==> config.mk <==
export PLATFORM = sky130hd
export DESIGN_NAME = icache_top
export DESIGN_NICKNAME = d
export VERILOG_FILES = /design/src/verilog/axi_rd_pkg.sv /design/src/verilog/icache_pkg.sv /design/src/verilog/icache_top.sv /design/src/verilog/icache_ctrl.sv /design/src/verilog/icache_flush_ctrl.sv /design/src/verilog/icache_store.sv
export SDC_FILE = /design/constraint.sdc
export NUM_CORES = 1
export LEC_CHECK = 0
export BUFFER_PORTS_ARGS = -buffer_cell sky130_fd_sc_hd__buf_2
export CORE_UTILIZATION = 62
export CTS_BUF_LIST = sky130_fd_sc_hd__clkbuf_4
export CTS_CLUSTER_DIAMETER = 50
export DETAILED_ROUTE_END_ITERATION = 8
export PLACE_DENSITY = 0.83
export SYNTH_ARGS = -nofsm -noshare
export SYNTH_HDL_FRONTEND = slang
export SYNTH_SLANG_ARGS = --single-unit
==> constraint.sdc <==
create_clock -name clk -period 4.1 [get_ports clk]
set_clock_uncertainty 0.2 [all_clocks]
set_input_delay 0.205 -clock clk [delete_from_list [all_inputs] [get_ports clk]]
set_output_delay 0.205 -clock clk [all_outputs]
set_load 0.01 [all_outputs]
==> src/verilog/axi_rd_pkg.sv <==
// read bus burst fields
package axi_rd_pkg;

    // address phase field types
    typedef logic [7:0] axlen_t;        // beats minus one
    typedef logic [2:0] axsize_t;       // log2 of bytes per beat
    typedef logic [1:0] axburst_t;

    // burst lengths
    localparam axlen_t LEN_LINE   = 8'd3;    // four beats, one full line
    localparam axlen_t LEN_SINGLE = 8'd0;

    // beat size
    localparam axsize_t SIZE_WORD = 3'd2;    // four bytes

    // incrementing burst
    localparam axburst_t BURST_INCR = 2'd1;

endpackage

==> src/verilog/icache_pkg.sv <==
// instruction cache geometry
package icache_pkg;

    localparam int ADDR_BITS      = 32;
    localparam int WORD_BITS      = 32;
    localparam int NUM_SETS       = 2;
    localparam int WORDS_PER_LINE = 4;
    localparam int OFFSET_BITS    = 4;                   // 16-byte lines
    localparam int INDEX_BITS     = $clog2(NUM_SETS);
    localparam int TAG_BITS       = ADDR_BITS - INDEX_BITS - OFFSET_BITS;

    // byte address and instruction word
    typedef logic [ADDR_BITS-1:0] addr_t;
    typedef logic [WORD_BITS-1:0] word_t;

    // whole line, word 0 in the low bits
    typedef logic [WORDS_PER_LINE*WORD_BITS-1:0] line_t;

    // address fields
    typedef logic [TAG_BITS-1:0]   tag_t;
    typedef logic [INDEX_BITS-1:0] index_t;
    typedef logic [$clog2(WORDS_PER_LINE)-1:0] word_sel_t;   // addr bits 3..2

endpackage
==> src/verilog/icache_top.sv <==
// instruction cache top level
`timescale 1ns/1ps

module icache_top #(
    parameter icache_pkg::addr_t SRAM_BASE_ADDR = 32'h0f00_0000,
    parameter icache_pkg::addr_t SRAM_SIZE      = 32'h00ff_ffff
) (
    input  logic                 clk,
    input  logic                 rst,
    input  logic                 fence_i_i,
    // cpu fetch port
    input  logic                 cpu_arvalid_i,
    output logic                 cpu_arready_o,
    input  icache_pkg::addr_t    cpu_araddr_i,
    output logic                 cpu_rvalid_o,
    input  logic                 cpu_rready_i,
    output icache_pkg::word_t    cpu_rdata_o,
    // read bus
    output logic                 axi_arvalid_o,
    input  logic                 axi_arready_i,
    output icache_pkg::addr_t    axi_araddr_o,
    output axi_rd_pkg::axlen_t   axi_arlen_o,
    output axi_rd_pkg::axsize_t  axi_arsize_o,
    output axi_rd_pkg::axburst_t axi_arburst_o,
    input  logic                 axi_rvalid_i,
    output logic                 axi_rready_o,
    input  icache_pkg::word_t    axi_rdata_i,
    input  logic                 axi_rlast_i,
    output logic                 hit_o,
    output logic                 flush_done_o
);

    // controller to storage
    icache_pkg::addr_t     lookup_addr;
    logic                  lookup_hit;
    icache_pkg::word_t     lookup_word;
    logic                  fill_we;
    icache_pkg::word_sel_t fill_beat;
    icache_pkg::word_t     fill_word;
    logic                  fill_done;

    // flush path
    logic                  inv_en;
    icache_pkg::index_t    inv_index;
    logic                  ctrl_idle;
    logic                  flush_busy;

    icache_ctrl #(
        .SRAM_BASE_ADDR (SRAM_BASE_ADDR),
        .SRAM_SIZE      (SRAM_SIZE)
    ) i_icache_ctrl (
        .clk            (clk),
        .rst            (rst),
        .cpu_arvalid_i  (cpu_arvalid_i),
        .cpu_arready_o  (cpu_arready_o),
        .cpu_araddr_i   (cpu_araddr_i),
        .cpu_rvalid_o   (cpu_rvalid_o),
        .cpu_rready_i   (cpu_rready_i),
        .cpu_rdata_o    (cpu_rdata_o),
        .axi_arvalid_o  (axi_arvalid_o),
        .axi_arready_i  (axi_arready_i),
        .axi_araddr_o   (axi_araddr_o),
        .axi_arlen_o    (axi_arlen_o),
        .axi_arsize_o   (axi_arsize_o),
        .axi_arburst_o  (axi_arburst_o),
        .axi_rvalid_i   (axi_rvalid_i),
        .axi_rready_o   (axi_rready_o),
        .axi_rdata_i    (axi_rdata_i),
        .axi_rlast_i    (axi_rlast_i),
        .hit_o          (hit_o),
        .flush_busy_i   (flush_busy),
        .ctrl_idle_o    (ctrl_idle),
        .lookup_addr_o  (lookup_addr),
        .lookup_hit_i   (lookup_hit),
        .lookup_word_i  (lookup_word),
        .fill_we_o      (fill_we),
        .fill_beat_o    (fill_beat),
        .fill_word_o    (fill_word),
        .fill_done_o    (fill_done)
    );

    icache_store i_icache_store (
        .clk            (clk),
        .rst            (rst),
        .lookup_addr_i  (lookup_addr),
        .lookup_hit_o   (lookup_hit),
        .lookup_word_o  (lookup_word),
        .fill_we_i      (fill_we),
        .fill_beat_i    (fill_beat),
        .fill_word_i    (fill_word),
        .fill_done_i    (fill_done),
        .inv_en_i       (inv_en),
        .inv_index_i    (inv_index)
    );

    icache_flush_ctrl i_icache_flush_ctrl (
        .clk            (clk),
        .rst            (rst),
        .fence_i_i      (fence_i_i),
        .ctrl_idle_i    (ctrl_idle),
        .flush_busy_o   (flush_busy),
        .inv_en_o       (inv_en),
        .inv_index_o    (inv_index),
        .flush_done_o   (flush_done_o)
    );

endmodule

==> src/verilog/icache_ctrl.sv <==
// fetch request controller
`timescale 1ns/1ps

module icache_ctrl #(
    parameter icache_pkg::addr_t SRAM_BASE_ADDR = 32'h0f00_0000,
    parameter icache_pkg::addr_t SRAM_SIZE      = 32'h00ff_ffff
) (
    input  logic                  clk,
    input  logic                  rst,
    // cpu fetch port
    input  logic                  cpu_arvalid_i,
    output logic                  cpu_arready_o,
    input  icache_pkg::addr_t     cpu_araddr_i,
    output logic                  cpu_rvalid_o,
    input  logic                  cpu_rready_i,
    output icache_pkg::word_t     cpu_rdata_o,
    // read bus
    output logic                  axi_arvalid_o,
    input  logic                  axi_arready_i,
    output icache_pkg::addr_t     axi_araddr_o,
    output axi_rd_pkg::axlen_t    axi_arlen_o,
    output axi_rd_pkg::axsize_t   axi_arsize_o,
    output axi_rd_pkg::axburst_t  axi_arburst_o,
    input  logic                  axi_rvalid_i,
    output logic                  axi_rready_o,
    input  icache_pkg::word_t     axi_rdata_i,
    input  logic                  axi_rlast_i,
    output logic                  hit_o,
    // flush handshake
    input  logic                  flush_busy_i,
    output logic                  ctrl_idle_o,
    // storage side
    output icache_pkg::addr_t     lookup_addr_o,
    input  logic                  lookup_hit_i,
    input  icache_pkg::word_t     lookup_word_i,
    output logic                  fill_we_o,
    output icache_pkg::word_sel_t fill_beat_o,
    output icache_pkg::word_t     fill_word_o,
    output logic                  fill_done_o
);

    typedef enum logic [2:0] {
        IDLE,
        CHECK,
        LINE_ADDR,
        LINE_DATA,
        LINE_FILL,
        BYPASS_ADDR,
        BYPASS_DATA,
        RESPOND
    } state_t;

    state_t                state;
    icache_pkg::addr_t     req_addr;
    icache_pkg::word_sel_t beat_cnt;
    icache_pkg::addr_t     line_addr;
    logic                  accept;
    logic                  in_window;
    logic                  beat_take;

    // uncached sram window
    assign in_window = (cpu_araddr_i >= SRAM_BASE_ADDR) &&
                       ((cpu_araddr_i - SRAM_BASE_ADDR) < SRAM_SIZE);

    assign accept    = (state == IDLE) && cpu_arready_o && cpu_arvalid_i;
    assign beat_take = axi_rvalid_i && axi_rready_o;
    assign line_addr = {req_addr[icache_pkg::ADDR_BITS-1:icache_pkg::OFFSET_BITS],
                        {icache_pkg::OFFSET_BITS{1'b0}}};

    assign lookup_addr_o = req_addr;
    assign ctrl_idle_o   = (state == IDLE) && !cpu_arready_o;
    assign hit_o         = (state == CHECK) && lookup_hit_i;   // rvalid rises next cycle

    // fill beats go straight into the line
    assign fill_we_o   = (state == LINE_DATA) && beat_take;
    assign fill_beat_o = beat_cnt;
    assign fill_word_o = axi_rdata_i;
    assign fill_done_o = fill_we_o && axi_rlast_i;

    assign axi_arsize_o  = axi_rd_pkg::SIZE_WORD;
    assign axi_arburst_o = axi_rd_pkg::BURST_INCR;

    always_ff @(posedge clk) begin
        if (rst) begin
            state         <= IDLE;
            cpu_arready_o <= 1'b0;
            cpu_rvalid_o  <= 1'b0;
            axi_arvalid_o <= 1'b0;
            axi_rready_o  <= 1'b0;
            beat_cnt      <= '0;
        end else begin
            case (state)
                IDLE: begin
                    if (accept) begin
                        cpu_arready_o <= 1'b0;
                        if (in_window) begin
                            axi_arvalid_o <= 1'b1;
                            state         <= BYPASS_ADDR;
                        end else begin
                            state <= CHECK;
                        end
                    end else begin
                        // one-cycle ready pulse, none while flushing
                        cpu_arready_o <= cpu_arvalid_i && !flush_busy_i && !cpu_arready_o;
                    end
                end
                CHECK: begin
                    if (lookup_hit_i) begin
                        cpu_rvalid_o <= 1'b1;
                        state        <= RESPOND;
                    end else begin
                        axi_arvalid_o <= 1'b1;
                        state         <= LINE_ADDR;
                    end
                end
                LINE_ADDR: begin
                    if (axi_arready_i) begin
                        axi_arvalid_o <= 1'b0;
                        axi_rready_o  <= 1'b1;
                        beat_cnt      <= '0;
                        state         <= LINE_DATA;
                    end
                end
                LINE_DATA: begin
                    if (beat_take) begin
                        beat_cnt <= beat_cnt + 1'b1;
                        if (axi_rlast_i) begin
                            axi_rready_o <= 1'b0;
                            state        <= LINE_FILL;
                        end
                    end
                end
                LINE_FILL: begin
                    cpu_rvalid_o <= 1'b1;           // word re-read from the new line
                    state        <= RESPOND;
                end
                BYPASS_ADDR: begin
                    if (axi_arready_i) begin
                        axi_arvalid_o <= 1'b0;
                        axi_rready_o  <= 1'b1;
                        state         <= BYPASS_DATA;
                    end
                end
                BYPASS_DATA: begin
                    if (beat_take) begin
                        axi_rready_o <= 1'b0;
                        cpu_rvalid_o <= 1'b1;
                        state        <= RESPOND;
                    end
                end
                RESPOND: begin
                    if (cpu_rready_i) begin
                        cpu_rvalid_o <= 1'b0;
                        state        <= IDLE;
                    end
                end
                default: state <= IDLE;
            endcase
        end
    end

    // request address, bus address and response word
    always_ff @(posedge clk) begin
        if (accept) begin
            req_addr <= cpu_araddr_i;
            if (in_window) begin
                axi_araddr_o <= cpu_araddr_i;       // exact word
                axi_arlen_o  <= axi_rd_pkg::LEN_SINGLE;
            end
        end
        if (state == CHECK && !lookup_hit_i) begin
            axi_araddr_o <= line_addr;
            axi_arlen_o  <= axi_rd_pkg::LEN_LINE;
        end
        if ((state == CHECK && lookup_hit_i) || state == LINE_FILL) begin
            cpu_rdata_o <= lookup_word_i;
        end else if (state == BYPASS_DATA && beat_take) begin
            cpu_rdata_o <= axi_rdata_i;
        end
    end

endmodule

==> src/verilog/icache_flush_ctrl.sv <==
// fence flush sequencer
`timescale 1ns/1ps

module icache_flush_ctrl (
    input  logic               clk,
    input  logic               rst,
    input  logic               fence_i_i,
    input  logic               ctrl_idle_i,
    output logic               flush_busy_o,
    output logic               inv_en_o,
    output icache_pkg::index_t inv_index_o,
    output logic               flush_done_o
);

    logic               pending;     // fence seen, walk not started
    logic               walking;
    icache_pkg::index_t walk_index;
    logic               last_set;

    assign last_set = (walk_index == icache_pkg::index_t'(icache_pkg::NUM_SETS - 1));

    assign flush_busy_o = fence_i_i || pending || walking;
    assign inv_en_o     = walking;
    assign inv_index_o  = walk_index;
    assign flush_done_o = walking && last_set;

    always_ff @(posedge clk) begin
        if (rst) begin
            pending    <= 1'b0;
            walking    <= 1'b0;
            walk_index <= '0;
        end else begin
            if (walking) begin
                if (last_set) begin
                    walking <= 1'b0;
                end else begin
                    walk_index <= walk_index + 1'b1;
                end
            end else if (pending && ctrl_idle_i) begin
                walking    <= 1'b1;             // start from set 0
                walk_index <= '0;
            end

            // a fence during the walk queues another one
            if (fence_i_i) begin
                pending <= 1'b1;
            end else if (!walking && ctrl_idle_i) begin
                pending <= 1'b0;
            end
        end
    end

endmodule

==> src/verilog/icache_store.sv <==
// cache tag and line storage
`timescale 1ns/1ps

module icache_store (
    input  logic                  clk,
    input  logic                  rst,
    // lookup
    input  icache_pkg::addr_t     lookup_addr_i,
    output logic                  lookup_hit_o,
    output icache_pkg::word_t     lookup_word_o,
    // line fill
    input  logic                  fill_we_i,
    input  icache_pkg::word_sel_t fill_beat_i,
    input  icache_pkg::word_t     fill_word_i,
    input  logic                  fill_done_i,
    // invalidation
    input  logic                  inv_en_i,
    input  icache_pkg::index_t    inv_index_i
);

    icache_pkg::tag_t  tags  [icache_pkg::NUM_SETS];
    icache_pkg::line_t lines [icache_pkg::NUM_SETS];
    logic [icache_pkg::NUM_SETS-1:0] valid;

    icache_pkg::tag_t      addr_tag;
    icache_pkg::index_t    addr_index;
    icache_pkg::word_sel_t addr_word;

    // address split
    assign addr_tag   = lookup_addr_i[icache_pkg::ADDR_BITS-1 -: icache_pkg::TAG_BITS];
    assign addr_index = lookup_addr_i[icache_pkg::OFFSET_BITS +: icache_pkg::INDEX_BITS];
    assign addr_word  = lookup_addr_i[icache_pkg::OFFSET_BITS-1 -: $bits(icache_pkg::word_sel_t)];

    assign lookup_hit_o  = valid[addr_index] && (tags[addr_index] == addr_tag);
    assign lookup_word_o = lines[addr_index][addr_word*icache_pkg::WORD_BITS +: icache_pkg::WORD_BITS];

    // valid bits, invalidation wins over a fill
    always_ff @(posedge clk) begin
        if (rst) begin
            valid <= '0;
        end else if (inv_en_i) begin
            valid[inv_index_i] <= 1'b0;
        end else if (fill_done_i) begin
            valid[addr_index] <= 1'b1;                  // last beat written
        end
    end

    // line data and tags
    always_ff @(posedge clk) begin
        if (!inv_en_i) begin
            if (fill_we_i) begin
                lines[addr_index][fill_beat_i*icache_pkg::WORD_BITS +: icache_pkg::WORD_BITS]
                    <= fill_word_i;
            end
            if (fill_done_i) begin
                tags[addr_index] <= addr_tag;
            end
        end
    end

endmodule

Word-level counts from Yosys, hierarchy flattened
Memory sizes are Yosys's and may differ from the RTL's. A register that Yosys moved wholly into a read port is not among the register bits.
Index checks and enable logic that the tools add are counted.

operators by class
  reductions and logical operators = 44
  shifts and indexed selects = 3
  multiplexer cells = 57
  bitwise operators = 3
  $add $sub $neg = 4
  eq/ne operators = 19
  magnitude comparators = 6

operator list
  operator                                                              count
  two-way mux 32 bit                                                    5
  two-way mux 128 bit                                                   1
  variable shift 32 x 34 -> 128 bit (first input constant)              1
  indexed part select 128 x 8 -> 32 bit                                 1
  indexed part select 32 x 34 -> 128 bit                                1
  negator 7 -> 34 bit                                                   1
  greater-or-equal comparator 32 x 28 -> 1 bit (second input constant)  1
  < comparator 32 x 24 -> 1 bit (second input constant)                 1
  subtractor 32 x 28 -> 32 bit (second input constant)                  1
  two-way mux 1 bit                                                     31
  == test 27 bit                                                        1
  two-way mux 3 bit                                                     9
  one-hot mux 3 bit (8 select lines)                                    1
  logical AND 1 bit                                                     18
  nonzero test 2 bit                                                    7
  == test 3 bit (second input constant)                                 4
  != test 2 x 1 -> 1 bit (second input constant)                        6
  != test 2 bit (second input constant)                                 5
  AND reduction 5 bit                                                   2
  two-way mux 2 bit                                                     4
  AND reduction 7 bit                                                   1
  == test 3 x 2 -> 1 bit (second input constant)                        2
  one-hot mux 1 bit (3 select lines)                                    2
  nonzero test 3 bit                                                    2
  19 further kinds                                                      28

storage, ports and cells
  memories = 2
  register bits after elaboration = 112
  bits of input ports = 72
  word-level logic and storage cells = 153
  output and inout port bits = 83
  bits in writable memories = 310

memory list
  memory                words  width  rd ports  clocked after memory_dff  write ports  RTL line            text
  i_icache_store.lines  2      128    1         1                         1            icache_store.sv:22  icache_pkg::line_t lines [icache_pkg::NUM_SETS];
  i_icache_store.tags   2      27     1         1                         1            icache_store.sv:21  icache_pkg::tag_t tags [icache_pkg::NUM_SETS];

Depth between registers and ports, before layout
Gate-level depths: netlist of run 1.

  depth after elaboration = 7
  depth in mapped cells = 10
  gate-level depth less buffers = 6

Modules after synthesis
A second synthesis of run 1 with hierarchy kept.

unflattened totals
  cell total of the unflattened synthesis = 1,017
  area total of the unflattened synthesis = 17,785.8 µm²

by module, submodules not included
  module             sequential area each (µm²)  cells an instance  times used  area an instance (µm²)
  icache_store       9,349.0                     670                1           12,907.4
  icache_ctrl        3,042.9                     334                1           4,749.6
  icache_flush_ctrl  60.1                        13                 1           128.9

Worst setup path after synthesis of run 1
Ideal clock, no wire load.

  path type = register to register
  from = reg i_icache_ctrl.state[0]
  to = reg i_icache_ctrl.axi_araddr_o[10], enable pin
  slack = 0.379 ns
  period minus slack after synthesis = 3.721 ns
  data required time = 3.511 ns
  setup time = 0.389 ns
  arrival = 3.132 ns
  path buffers = 1
  stages on the path, launching flop included = 7
  cell sequence = dfxtp_1 > clkbuf_1 > nor2_1 > nand2_1 > nor2_1 > nand2_1 > nand2b_1

between the ends
  cells in the longest elaborated chain, start to end = 5
  elaborated cells on any way between the ends = 8
  those cells by class = 1 x eq/ne; 7 x reduce/logical

RTL lines
  what                             RTL line            text
  start: declaration               icache_ctrl.sv:53   state_t state;
  start signal: assignment         icache_ctrl.sv:85   state <= IDLE;
  start signal: assignment         icache_ctrl.sv:98   state <= BYPASS_ADDR;
  start signal: assignment         icache_ctrl.sv:100  state <= CHECK;
  zero test 3 bit                  icache_ctrl.sv:65   assign accept = (state == IDLE) && cpu_arready_o && cpu_arvalid_i;
  logical AND 1 bit (2 in series)  icache_ctrl.sv:65
  via i_icache_ctrl.accept         icache_ctrl.sv:57   logic accept;
  nonzero test 2 bit (no line)     --
  AND reduction 2 bit (no line)    --
  end signal: assignment           icache_ctrl.sv:167  axi_araddr_o <= cpu_araddr_i;
  end signal: assignment           icache_ctrl.sv:172  axi_araddr_o <= line_addr;
  end: declaration                 icache_ctrl.sv:20   output icache_pkg::addr_t axi_araddr_o,

The timed path passes the listed nets, and every way through them passes these cells.
A chain may end at the register's enable or synchronous reset.

==> impl_metrics.ini, run 1 <==
[floorplanning]
die_w_um = 170
die_h_um = 170
dieArea_sq_um = 28900
ios = 155
core_area_sq_um = 27800
start_util_pct = 63.1
rows = 61

[global_route]
grt_max_degree = 65
antenna_found_initial = 1
grt_pass1_wl_mm = 59.7
track_usage_pct = 28.2
grt.overflow.total = 0
grt_pass1_vias = 10800

[synth]
synthTopCellsByArea = edfxtp_1 69%, mux4_2 8.2%, and2_1 5.2%
syn_area_per_cell_sq_um = 18.1
ys_seq_elements = 420
synthAdderAreaFrac_pct = 0.357
synth_area_sq_um = 17500
synth_mux_area_share_pct = 14.7
synthTopCellsByCount = 400 x edfxtp_1, 145 x and2_1, 64 x mux4_2
synth_top_family_by_area = multiplexers
synth-main-ff-cell = edfxtp_1
synthCells = 969
synth_edf_count = 400
async_flop_share_pct = 0
synthSimpleGateAreaFrac_pct = 7.89
yosysMostFrequentCell = edfxtp_1
synth.top_cell.area_share_pct = 68.5
yosysTopAreaCell = edfxtp_1
synthXorXnorAreaFrac_pct = 1.35
yosysWarnings = 0
synth_compound_area_share_pct = 2.58
yosysSeqAreaShare_pct = 70.8
synth_cell_types = 52

[timing]
fin_crit_ns = 3.34
fin_tns_setup_ns = 0
fmax_mhz = 300
min_period_over_period_pct = 81.4
hold_violations = 0
worstMarginPinSlew_ns = 0.989
slew-limit-headroom_pct = 34.1
setup_viol = 0
rsz0062_at_grt = false
drv_slew = 0

[power_and_ir_drop]
powerDensity_nw_per_um2 = 454
max-vdd-ir-drop_v = 0.000443
p_leak_nw = 6.96
finalPower_mw = 9.54

[cts]
htree_levels = 3
clockRootBuffer = clkbuf_4
clock_path_buffers = 3
numCtsBuffers = 101
cts_tree = yes
clock_latency_ns = 0.79
clkTransAtPathRegs_ns = 0.07
cts.sinks = 420

[final_layout]
area_growth_syn_to_layout_pct = 20.0
drive_above_1_share_pct = 34.7
fin_nets = 1369

[worst_setup_path]
path_class = reg2out
worst_setup_path_start_kind = flop
required_ns = 3.69
critical_path.endpoint_type = output port
arrival_ns = 2.93
cp_max_fo = 30

[routing]
ant_nets = 0
num_vias = 10300
drt_iter0_drc = 880
drc = 0
wl_per_cell_um = 22.6
drt_wl_total_mm = 39.6
vias_per_cell = 5.86
first_pass_iters = 5

[placement]
gp_congestion = 0.840
dpl.hpwl_mm = 20.8
port_buffers = 143

[flow_run]
maxCapViolations = 0

[status]
status = completed

[worst_hold_path]
hold_path_class = in2reg
[per-stage QoR]
step / hold slack (ns) / cells / util [%] / worst slack [ns] / cell area [sq um]
global placement: 0.192 / 1464 / 67.1 / 0.991 / 18600
finish: 0.0448 / 1755 / 75.7 / 0.762 / 21000
global route: 0.0204 / 1755 / 75.7 / 0.611 / 21000
CTS: 0.00179 / 1753 / 75.6 / 0.771 / 21000
detailed placement: 0.198 / 1464 / 67.1 / 0.898 / 18600
floorplan: 0.104 / 978 / - / 0.379 / 17600
[layout make-up]
class	instances	area [sq um]
flip-flops and latches	420	12400
fillers	1563	6750
multi-input cells	491	4780
repair buffers	271	1980
clock buffers	156	1170
well taps	378	473
clock inverters	31	179
inverters	7	26.3
diodes	1	2.50
[sequential cells by signal, indices dropped and copies added, names as in the netlist, named ones only]
| signal | flops |
|---|---|
| i_icache_ctrl.axi_araddr_o | 32 |
| i_icache_ctrl.axi_arlen_o | 1 |
| i_icache_ctrl.axi_arvalid_o | 1 |
| i_icache_ctrl.axi_rready_o | 1 |
| i_icache_ctrl.cpu_arready_o | 1 |
| i_icache_ctrl.cpu_rdata_o | 32 |
| i_icache_ctrl.cpu_rvalid_o | 1 |
| i_icache_ctrl.fill_beat_o | 2 |
| i_icache_ctrl.lookup_addr_o | 30 |
| i_icache_ctrl.state | 3 |
| i_icache_flush_ctrl.inv_en_o | 1 |
| i_icache_flush_ctrl.inv_index_o | 1 |
| i_icache_flush_ctrl.pending | 1 |
| i_icache_store.lines | 256 |
| i_icache_store.tags | 54 |
| i_icache_store.valid | 2 |
[final timing paths]
check / start / end / slack (ns) / depth (start not counted)
worst max-delay path: flop / hit_o / 0.76 / 6
worst min-delay path: cpu_araddr_i[2] / i_icache_ctrl.lookup_addr_o[2]$_DFFE_PP_ / 0.04 / 2
worst min register to register: i_icache_ctrl.axi_araddr_o[2]$_SDFFE_PP0P_ / i_icache_ctrl.axi_araddr_o[2]$_SDFFE_PP0P_ / 0.29 / 2
worst max register to register: flop / i_icache_ctrl.cpu_rdata_o[28]$_DFFE_PP_ / 0.77 / 7
[repair_timing]
action | 4_1_cts | 5_1_grt
buffers inserted | 0 | 0
hold buffers | 102 | 1
gates resized for setup | 0 | 0
endpoints found under the hold margin | 441 | 1
[cells by family after synthesis]
logic type | count (synthesis)
other | 2
buffers and inverters | 67
XOR/XNOR | 27
multiplexers | 158
AND/OR/NAND/NOR | 230
AO/OA/AOI/OAI | 60
flip-flops | 420
adder cells (fa/ha/maj) | 5
[placed cells by master (no fill, tap or decap), drive strengths merged, types with 3 or more instances in the layout]
cell,instances
a22o,21
a21oi,8
mux4,64
dfxtp,20
edfxtp,400
nor2,18
ha,5
nand4,11
nand2b,8
nor3,4
buf,168
mux2i,28
a22oi,3
xnor2,27
dlygate4sd3,103
nand2,16
nor4,11
clkinv,23
conb,11
o21ai,10
clkbuf,156
mux2,66
nand3,5
a21o,5
inv,14
and2,145
nor3b,3
[power by group]
part | internal [mW] | switching (mW)
logic | 0.457 | 0.584
registers | 4.86 | 0.125
clock network | 1.82 | 1.69
total | 7.14 | 2.40
[worst max-delay path, cell delays in order, from the launching register on]
cell,delay (ns)
dfxtp_4,0.68
mux2i_1,0.33
xnor2_1,0.12
nor4_1,0.51
nand4_1,0.17
nor2_1,0.20
buf_2,0.17
[metal layers]
| layer | GRT usage, % | wire [um] |
|---|---|---|
| met4 | 14.0 | 1470 |
| met1 | 35.0 | 14600 |
| met2 | 47.1 | 20400 |
| met5 | 0 | 0 |
| met3 | 6.23 | 3100 |
(Power assumes the default switching activity.)
==> run 2: changes to the inputs <==
--- a/config.mk
+++ b/config.mk
@@ -6,11 +6,11 @@
 export NUM_CORES = 1
 export LEC_CHECK = 0
 export BUFFER_PORTS_ARGS = -buffer_cell sky130_fd_sc_hd__buf_2
-export CORE_UTILIZATION = 62
+export CORE_UTILIZATION = 56
 export CTS_BUF_LIST = sky130_fd_sc_hd__clkbuf_4
 export CTS_CLUSTER_DIAMETER = 50
 export DETAILED_ROUTE_END_ITERATION = 8
-export PLACE_DENSITY = 0.83
+export PLACE_DENSITY = 0.79
 export SYNTH_ARGS = -nofsm -noshare
 export SYNTH_HDL_FRONTEND = slang
 export SYNTH_SLANG_ARGS = --single-unit
==> constraint.sdc (replaced) <==
create_clock -name clk -period 2.8 [get_ports clk]
set_clock_uncertainty 0.2 [all_clocks]
set_input_delay 0.14 -clock clk [delete_from_list [all_inputs] [get_ports clk]]
set_output_delay 0.14 -clock clk [all_outputs]
set_load 0.01 [all_outputs]
==> run 2 against run 1 <==
The run now ends with negative setup slack left. Sequential power increased by 46%. Combinational power increased by 80%. Global-route usage shrank 1.7 points. Worst hold slack worse by 0.020 ns. Final cell count up 3.8%. Register-to-register slack worse by 0.95 ns. Total power increased by 50%. Routed wire length rose by 9.1%. Largest power group unchanged. Highest routed layer unchanged.
==> impl_metrics.ini, run 2 (synthesis results as in run 1) <==
[routing]
drt_iter0_drc = 1019
drc = 0
first_pass_iters = 6
wl_per_cell_um = 23.7
drt_wl_total_mm = 43.2
vias_per_cell = 5.81
ant_nets = 0
num_vias = 10600

[worst_setup_path]
required_ns = 2.46
crit_slowest_cell = dfxtp_4
cp.buffers_inverters = 3
critical_path.endpoint_type = output port
worst_setup_path_start_kind = flop
cp_max_fo = 8
path_delay_family = simple AND/OR/NAND/NOR gates
slowest_delay_ns = 0.40
arrival_ns = 2.65
path_class = reg2out
cp_cell_sequence = buf_12 > mux2i_4 > xnor2_2 > nor4_2 > buf_4 > nand4_1 > nor2_2 > buf_2

[floorplanning]
core_area_sq_um = 30700
dieArea_sq_um = 32000
die_h_um = 179
start_util_pct = 57.2
die_w_um = 179
ios = 155
rows = 64

[timing]
hold_violations = 0
fmax_mhz = 334
setup_viol = 96
min_period_over_period_pct = 107
worstMarginPinSlew_ns = 0.622
rsz0062_at_grt = true
drv_slew = 0
fin_crit_ns = 2.99
slew-limit-headroom_pct = 58.0
setup_ws_ns = -0.194
whs_ns = 0.0250

[power_and_ir_drop]
p_sw_mw = 3.70
clkPwrFrac_pct = 36.0
max-vdd-ir-drop_v = 0.000420
p_seq_share_pct = 50.9
power_frac_comb_pct = 13.1
p_leak_nw = 7.33
powerDensity_nw_per_um2 = 650
p_int_mw = 10.6
swShare_pct = 25.9

[cts]
clock_path_buffers = 3
cts_tree = yes
clkTransAtPathRegs_ns = 0.11
clock_latency_ns = 0.80
numCtsBuffers = 102
cts.sinks = 420
clockRootBuffer = clkbuf_4
htree_levels = 3

[global_route]
grt_max_degree = 65
grt_pass1_wl_mm = 62.4
grt.overflow.total = 0
antenna_found_initial = 2
track_usage_pct = 26.5
grt_pass1_vias = 11300

[placement]
port_buffers = 143
dpl.hpwl_mm = 22.1
gp_congestion = 0.820

[status]
violations = negative setup slack
status = complete, but fails checks

[final_layout]
postLayoutCoreUtil_pct = 71.6
fin_nets = 1419
layout_common_cells = 400 x edfxtp_1, 159 x clkbuf_4, 145 x and2_1
nFillCells = 1796
area_growth_syn_to_layout_pct = 25.3
drive_above_1_share_pct = 37.7
largest_reg_flops = 256
regMostFlops = i_icache_store.lines
multi_input_comb_area_sq_um = 4960
register_area_sq_um = 12400
top_regs = i_icache_store.lines x256, i_icache_store.tags x54
final_common_cell = edfxtp_1

[flow_run]
maxCapViolations = 0

[worst_hold_path]
hold_path_class = in2reg
==> run 2: cell count changes in the layout (fill, tap and decap cells not counted), moves of 5 or more <==
cell,previous run,this run
buf_12,4,24
buf_4,21,31
dlygate4sd3_1,103,111
mux2i_1,28,19
mux2i_2,0,5
==> run 2: worst register-to-register path: stages, from the launching register on <==
cell and delay (ns):
dfxtp_4 0.40, buf_12 0.15, mux2i_4 0.24, xnor2_2 0.09, nor4_2 0.38, buf_4 0.21
nand4_4 0.11, o21ai_4 0.24, buf_6 0.18, buf_12 0.16, mux2_4 0.32
==> run 2: metal layers <==
layer / global-route usage, % / up-vias / share of wire (%)
met3: 5.26 / 94 / 8.5
li1: - / 4585 / -
met4: 8.65 / 0 / 2.6
met5: 0 / - / 0
met2: 46.2 / 622 / 52
met1: 33.3 / 5281 / 37
==> run 2: power groups by stage <==
stage	logic [mW]	clock network [mW]	registers, mW
detailed placement	1.49	0	7.39
global placement	1.44	0	7.38
CTS	1.67	5.12	7.25
floorplan	0.944	0	7.41
global route	1.96	5.53	7.28
finish	1.87	5.14	7.28
==> run 2: through the flow <==
step           power [mW]  cells  setup WS [ns]  cell area, sq um  setup TNS (ns)
2_1_floorplan        8.35    978         0.0856             17600               0
3_3_place_gp         8.83   1504         0.0288             19100               0
3_5_place_dp         8.87   1504        -0.0415             19100          -0.104
4_1_cts              14.0   1806         -0.125             21700           -1.23
5_1_grt              14.8   1821         -0.311             22000          -17.15
6_report             14.3   1821         -0.194             22000           -8.38
==> run 2: cell type report <==
type | instances | share of cell area, %
sequential | 420 | 56.5
antenna | 2 | 0.0228
tap | 396 | 2.26
clock inverter | 26 | 0.649
timing repair buffer | 318 | 12.4
multi-input combinational | 493 | 22.6
clock buffer | 159 | 5.43
inverter | 7 | 0.120
==> run 2: worst paths after layout <==
kind                                                   from  cells past startpoint                                         to  slack [ns]
setup / recovery                                       flop                      8                                      hit_o       -0.19
hold / removal                             cpu_araddr_i[20]                      3   i_icache_ctrl.axi_araddr_o[20]$_DFFE_PP_        0.02
setup reg to reg                                       flop                     10    i_icache_ctrl.cpu_rdata_o[14]$_DFFE_PP_       -0.18
hold reg to reg   i_icache_ctrl.axi_arlen_o[0]$_SDFFE_PP1P_                      1  i_icache_ctrl.axi_arlen_o[0]$_SDFFE_PP1P_        0.30
==> run 2: repair_timing <==
item	in CTS	in global routing
gates cloned	2	6
setup buffers	4	7
endpoints found under the hold margin	442	0
endpoints found under the setup margin	15	121
pin swaps	4	8
gates resized for setup	3	29
hold buffers	111	0
==> run 3: changes to the inputs <==
--- a/config.mk
+++ b/config.mk
@@ -6,6 +6,7 @@
 export NUM_CORES = 1
 export LEC_CHECK = 0
 export BUFFER_PORTS_ARGS = -buffer_cell sky130_fd_sc_hd__buf_2
+export CORE_ASPECT_RATIO = 1.75
 export CORE_UTILIZATION = 56
 export CTS_BUF_LIST = sky130_fd_sc_hd__clkbuf_4
 export CTS_CLUSTER_DIAMETER = 50
==> run 3 against run 2 <==
The run still ends with negative setup slack left. Sequential share of layout area rose by 0.29 points. Non-clock buffer count increased by 20. Design area decreased by 0.51%. Via count decreased by 2.1%. Core utilization fell by 0.52 points. Final cell count is 0.88% lower. Critical endpoint is now i_icache_ctrl.cpu_rdata_o[11]$_DFFE_PP_. Largest cell class unchanged. Largest power group unchanged. Highest routed layer unchanged.
==> impl_metrics.ini, run 3 (synthesis results as in run 1) <==
[status]
status = complete, but fails checks
violations = negative setup slack

[final_layout]
fin_nets = 1427
area_growth_syn_to_layout_pct = 24.7
layout_common_cells = 400 x edfxtp_1, 144 x and2_1, 143 x buf_2
regMostFlops = i_icache_store.lines
top_regs = i_icache_store.lines x256, i_icache_store.tags x54
final_common_cell = edfxtp_1
stdcell_count = 1805
drive_above_1_share_pct = 35.9
postLayoutCoreUtil_pct = 71.1
largest_reg_flops = 256

[cts]
cts.sinks = 420
clkTransAtPathRegs_ns = 0.09
numCtsBuffers = 90
clockRootBuffer = clkbuf_4
htree_levels = 3
clock_latency_ns = 0.79
cts_tree = yes
clock_path_buffers = 3

[worst_hold_path]
hold_path_class = in2reg
hp-start = axi_rdata_i[6]
worstHoldPathCells = 3

[worst_setup_path]
reg2regPathDepth = 11
required_ns = 3.12
critical_path.endpoint_type = flop
worst_path_most_repeated_cell = buf_12
path_class = reg2reg
worst_setup_path_start_kind = flop
crit_slowest_cell = dfxtp_4
arrival_ns = 3.35
cp_max_fo = 7
slowest_delay_ns = 0.40
cp_cell_sequence = buf_12 > buf_6 > mux2i_2 > xnor2_1 > nor4_1 > buf_4 > nand4_2 > o21ai_4 > buf_12 > bufbuf_16 > mux2_4

[global_route]
antenna_found_initial = 3
grt_pass1_wl_mm = 63.0
grt_pass1_vias = 11500
track_usage_pct = 27.2
grt_max_degree = 47
grt.overflow.total = 0

[power_and_ir_drop]
p_leak_nw = 7.26
swShare_pct = 25.0
powerDensity_nw_per_um2 = 628
power_frac_comb_pct = 13.6
p_seq_share_pct = 52.9
clkPwrFrac_pct = 33.6
max-vdd-ir-drop_v = 0.000808
p_int_mw = 10.3
p_sw_mw = 3.43

[routing]
vias_per_cell = 5.74
drt_iter0_drc = 687
ant_nets = 0
drc = 0
num_vias = 10400
first_pass_iters = 5
drt_wl_total_mm = 41.7
wl_per_cell_um = 23.1

[placement]
gp_congestion = 0.825
placed_cells = 1506
dpl.hpwl_mm = 22.7
port_buffers = 143

[floorplanning]
ios = 155
core_area_sq_um = 30700
dieArea_sq_um = 32000
die_w_um = 136
start_util_pct = 57.0
die_h_um = 236
rows = 85

[timing]
hold_violations = 0
worstMarginPinSlew_ns = 0.638
fmax_mhz = 330
min_period_over_period_pct = 108
drv_slew = 0
rsz0062_at_grt = true
fin_crit_ns = 3.03
setup_viol = 50
setup_ws_ns = -0.228
slew-limit-headroom_pct = 57.4

[flow_run]
maxCapViolations = 0
[run 3: stage by stage]
stage | total power, mW | hold slack [ns] | instance area, sq um | setup slack [ns] | setup TNS (ns)
after global routing | 14.2 | 0.0307 | 21900 | -0.302 | -11.20
after detailed placement | 8.92 | 0.130 | 19100 | -0.0115 | -0.200
final | 13.7 | 0.0746 | 21900 | -0.228 | -5.95
after floorplan | 8.35 | 0.0389 | 17600 | 0.0856 | 0
after global placement | 8.88 | 0.128 | 19100 | 0.0390 | 0
after CTS | 13.7 | 0.00292 | 21700 | -0.222 | -2.92
[run 3: final timing paths]
check                                               endpoint  slack (ns)
setup / recovery     i_icache_ctrl.cpu_rdata_o[11]$_DFFE_PP_       -0.23
hold / removal        i_icache_ctrl.cpu_rdata_o[6]$_DFFE_PP_        0.07
setup reg to reg     i_icache_ctrl.cpu_rdata_o[11]$_DFFE_PP_       -0.23
hold reg to reg   i_icache_ctrl.axi_araddr_o[3]$_SDFFE_PP0P_        0.27
[run 3: cell type report]
class / instances / area, sq um
timing repair buffer: 338 / 2870
sequential: 420 / 12400
inverter: 7 / 26.3
clock buffer: 119 / 893
clock inverter: 34 / 220
multi-input combinational: 493 / 4930
tap: 391 / 489
fill: 1914 / 8880
antenna: 3 / 7.51
[run 3: layer usage]
| metal | part of all wire [%] | global-route usage, % | up-vias |
|---|---|---|---|
| li1 | - | - | 4581 |
| met1 | 34 | 29.4 | 5186 |
| met2 | 55 | 48.5 | 476 |
| met3 | 6.0 | 5.59 | 119 |
| met4 | 4.4 | 15.1 | 0 |
| met5 | 0 | 0 | - |
[run 3: power groups by stage]
| stage | Sequential, mW | Clock [mW] | Combinational [mW] |
|---|---|---|---|
| detailed placement | 7.37 | 0 | 1.55 |
| finish | 7.25 | 4.60 | 1.86 |
| floorplan | 7.41 | 0 | 0.944 |
| CTS | 7.24 | 4.67 | 1.76 |
| global route | 7.27 | 4.93 | 1.98 |
| global placement | 7.38 | 0 | 1.50 |
[run 3: timing repair]
| action | 4_1_cts | 5_1_grt |
|---|---|---|
| gates cloned | 3 | 2 |
| setup endpoints to repair | 60 | 115 |
| hold endpoints to repair | 442 | 0 |
| resized for setup | 5 | 24 |
| setup buffers | 4 | 5 |
| pin swaps | 5 | 6 |
| hold buffers | 129 | 0 |
[run 3: critical path, delay by kind of cell, from the launching register on]
kind	cells	cell delay, ns
buffers and inverters	5	0.88
and+or+nand+nor	2	0.43
xor gates and xnor gates	1	0.13
AOI/OAI and AO/OA	1	0.19
DFF	1	0.40
muxes	2	0.53
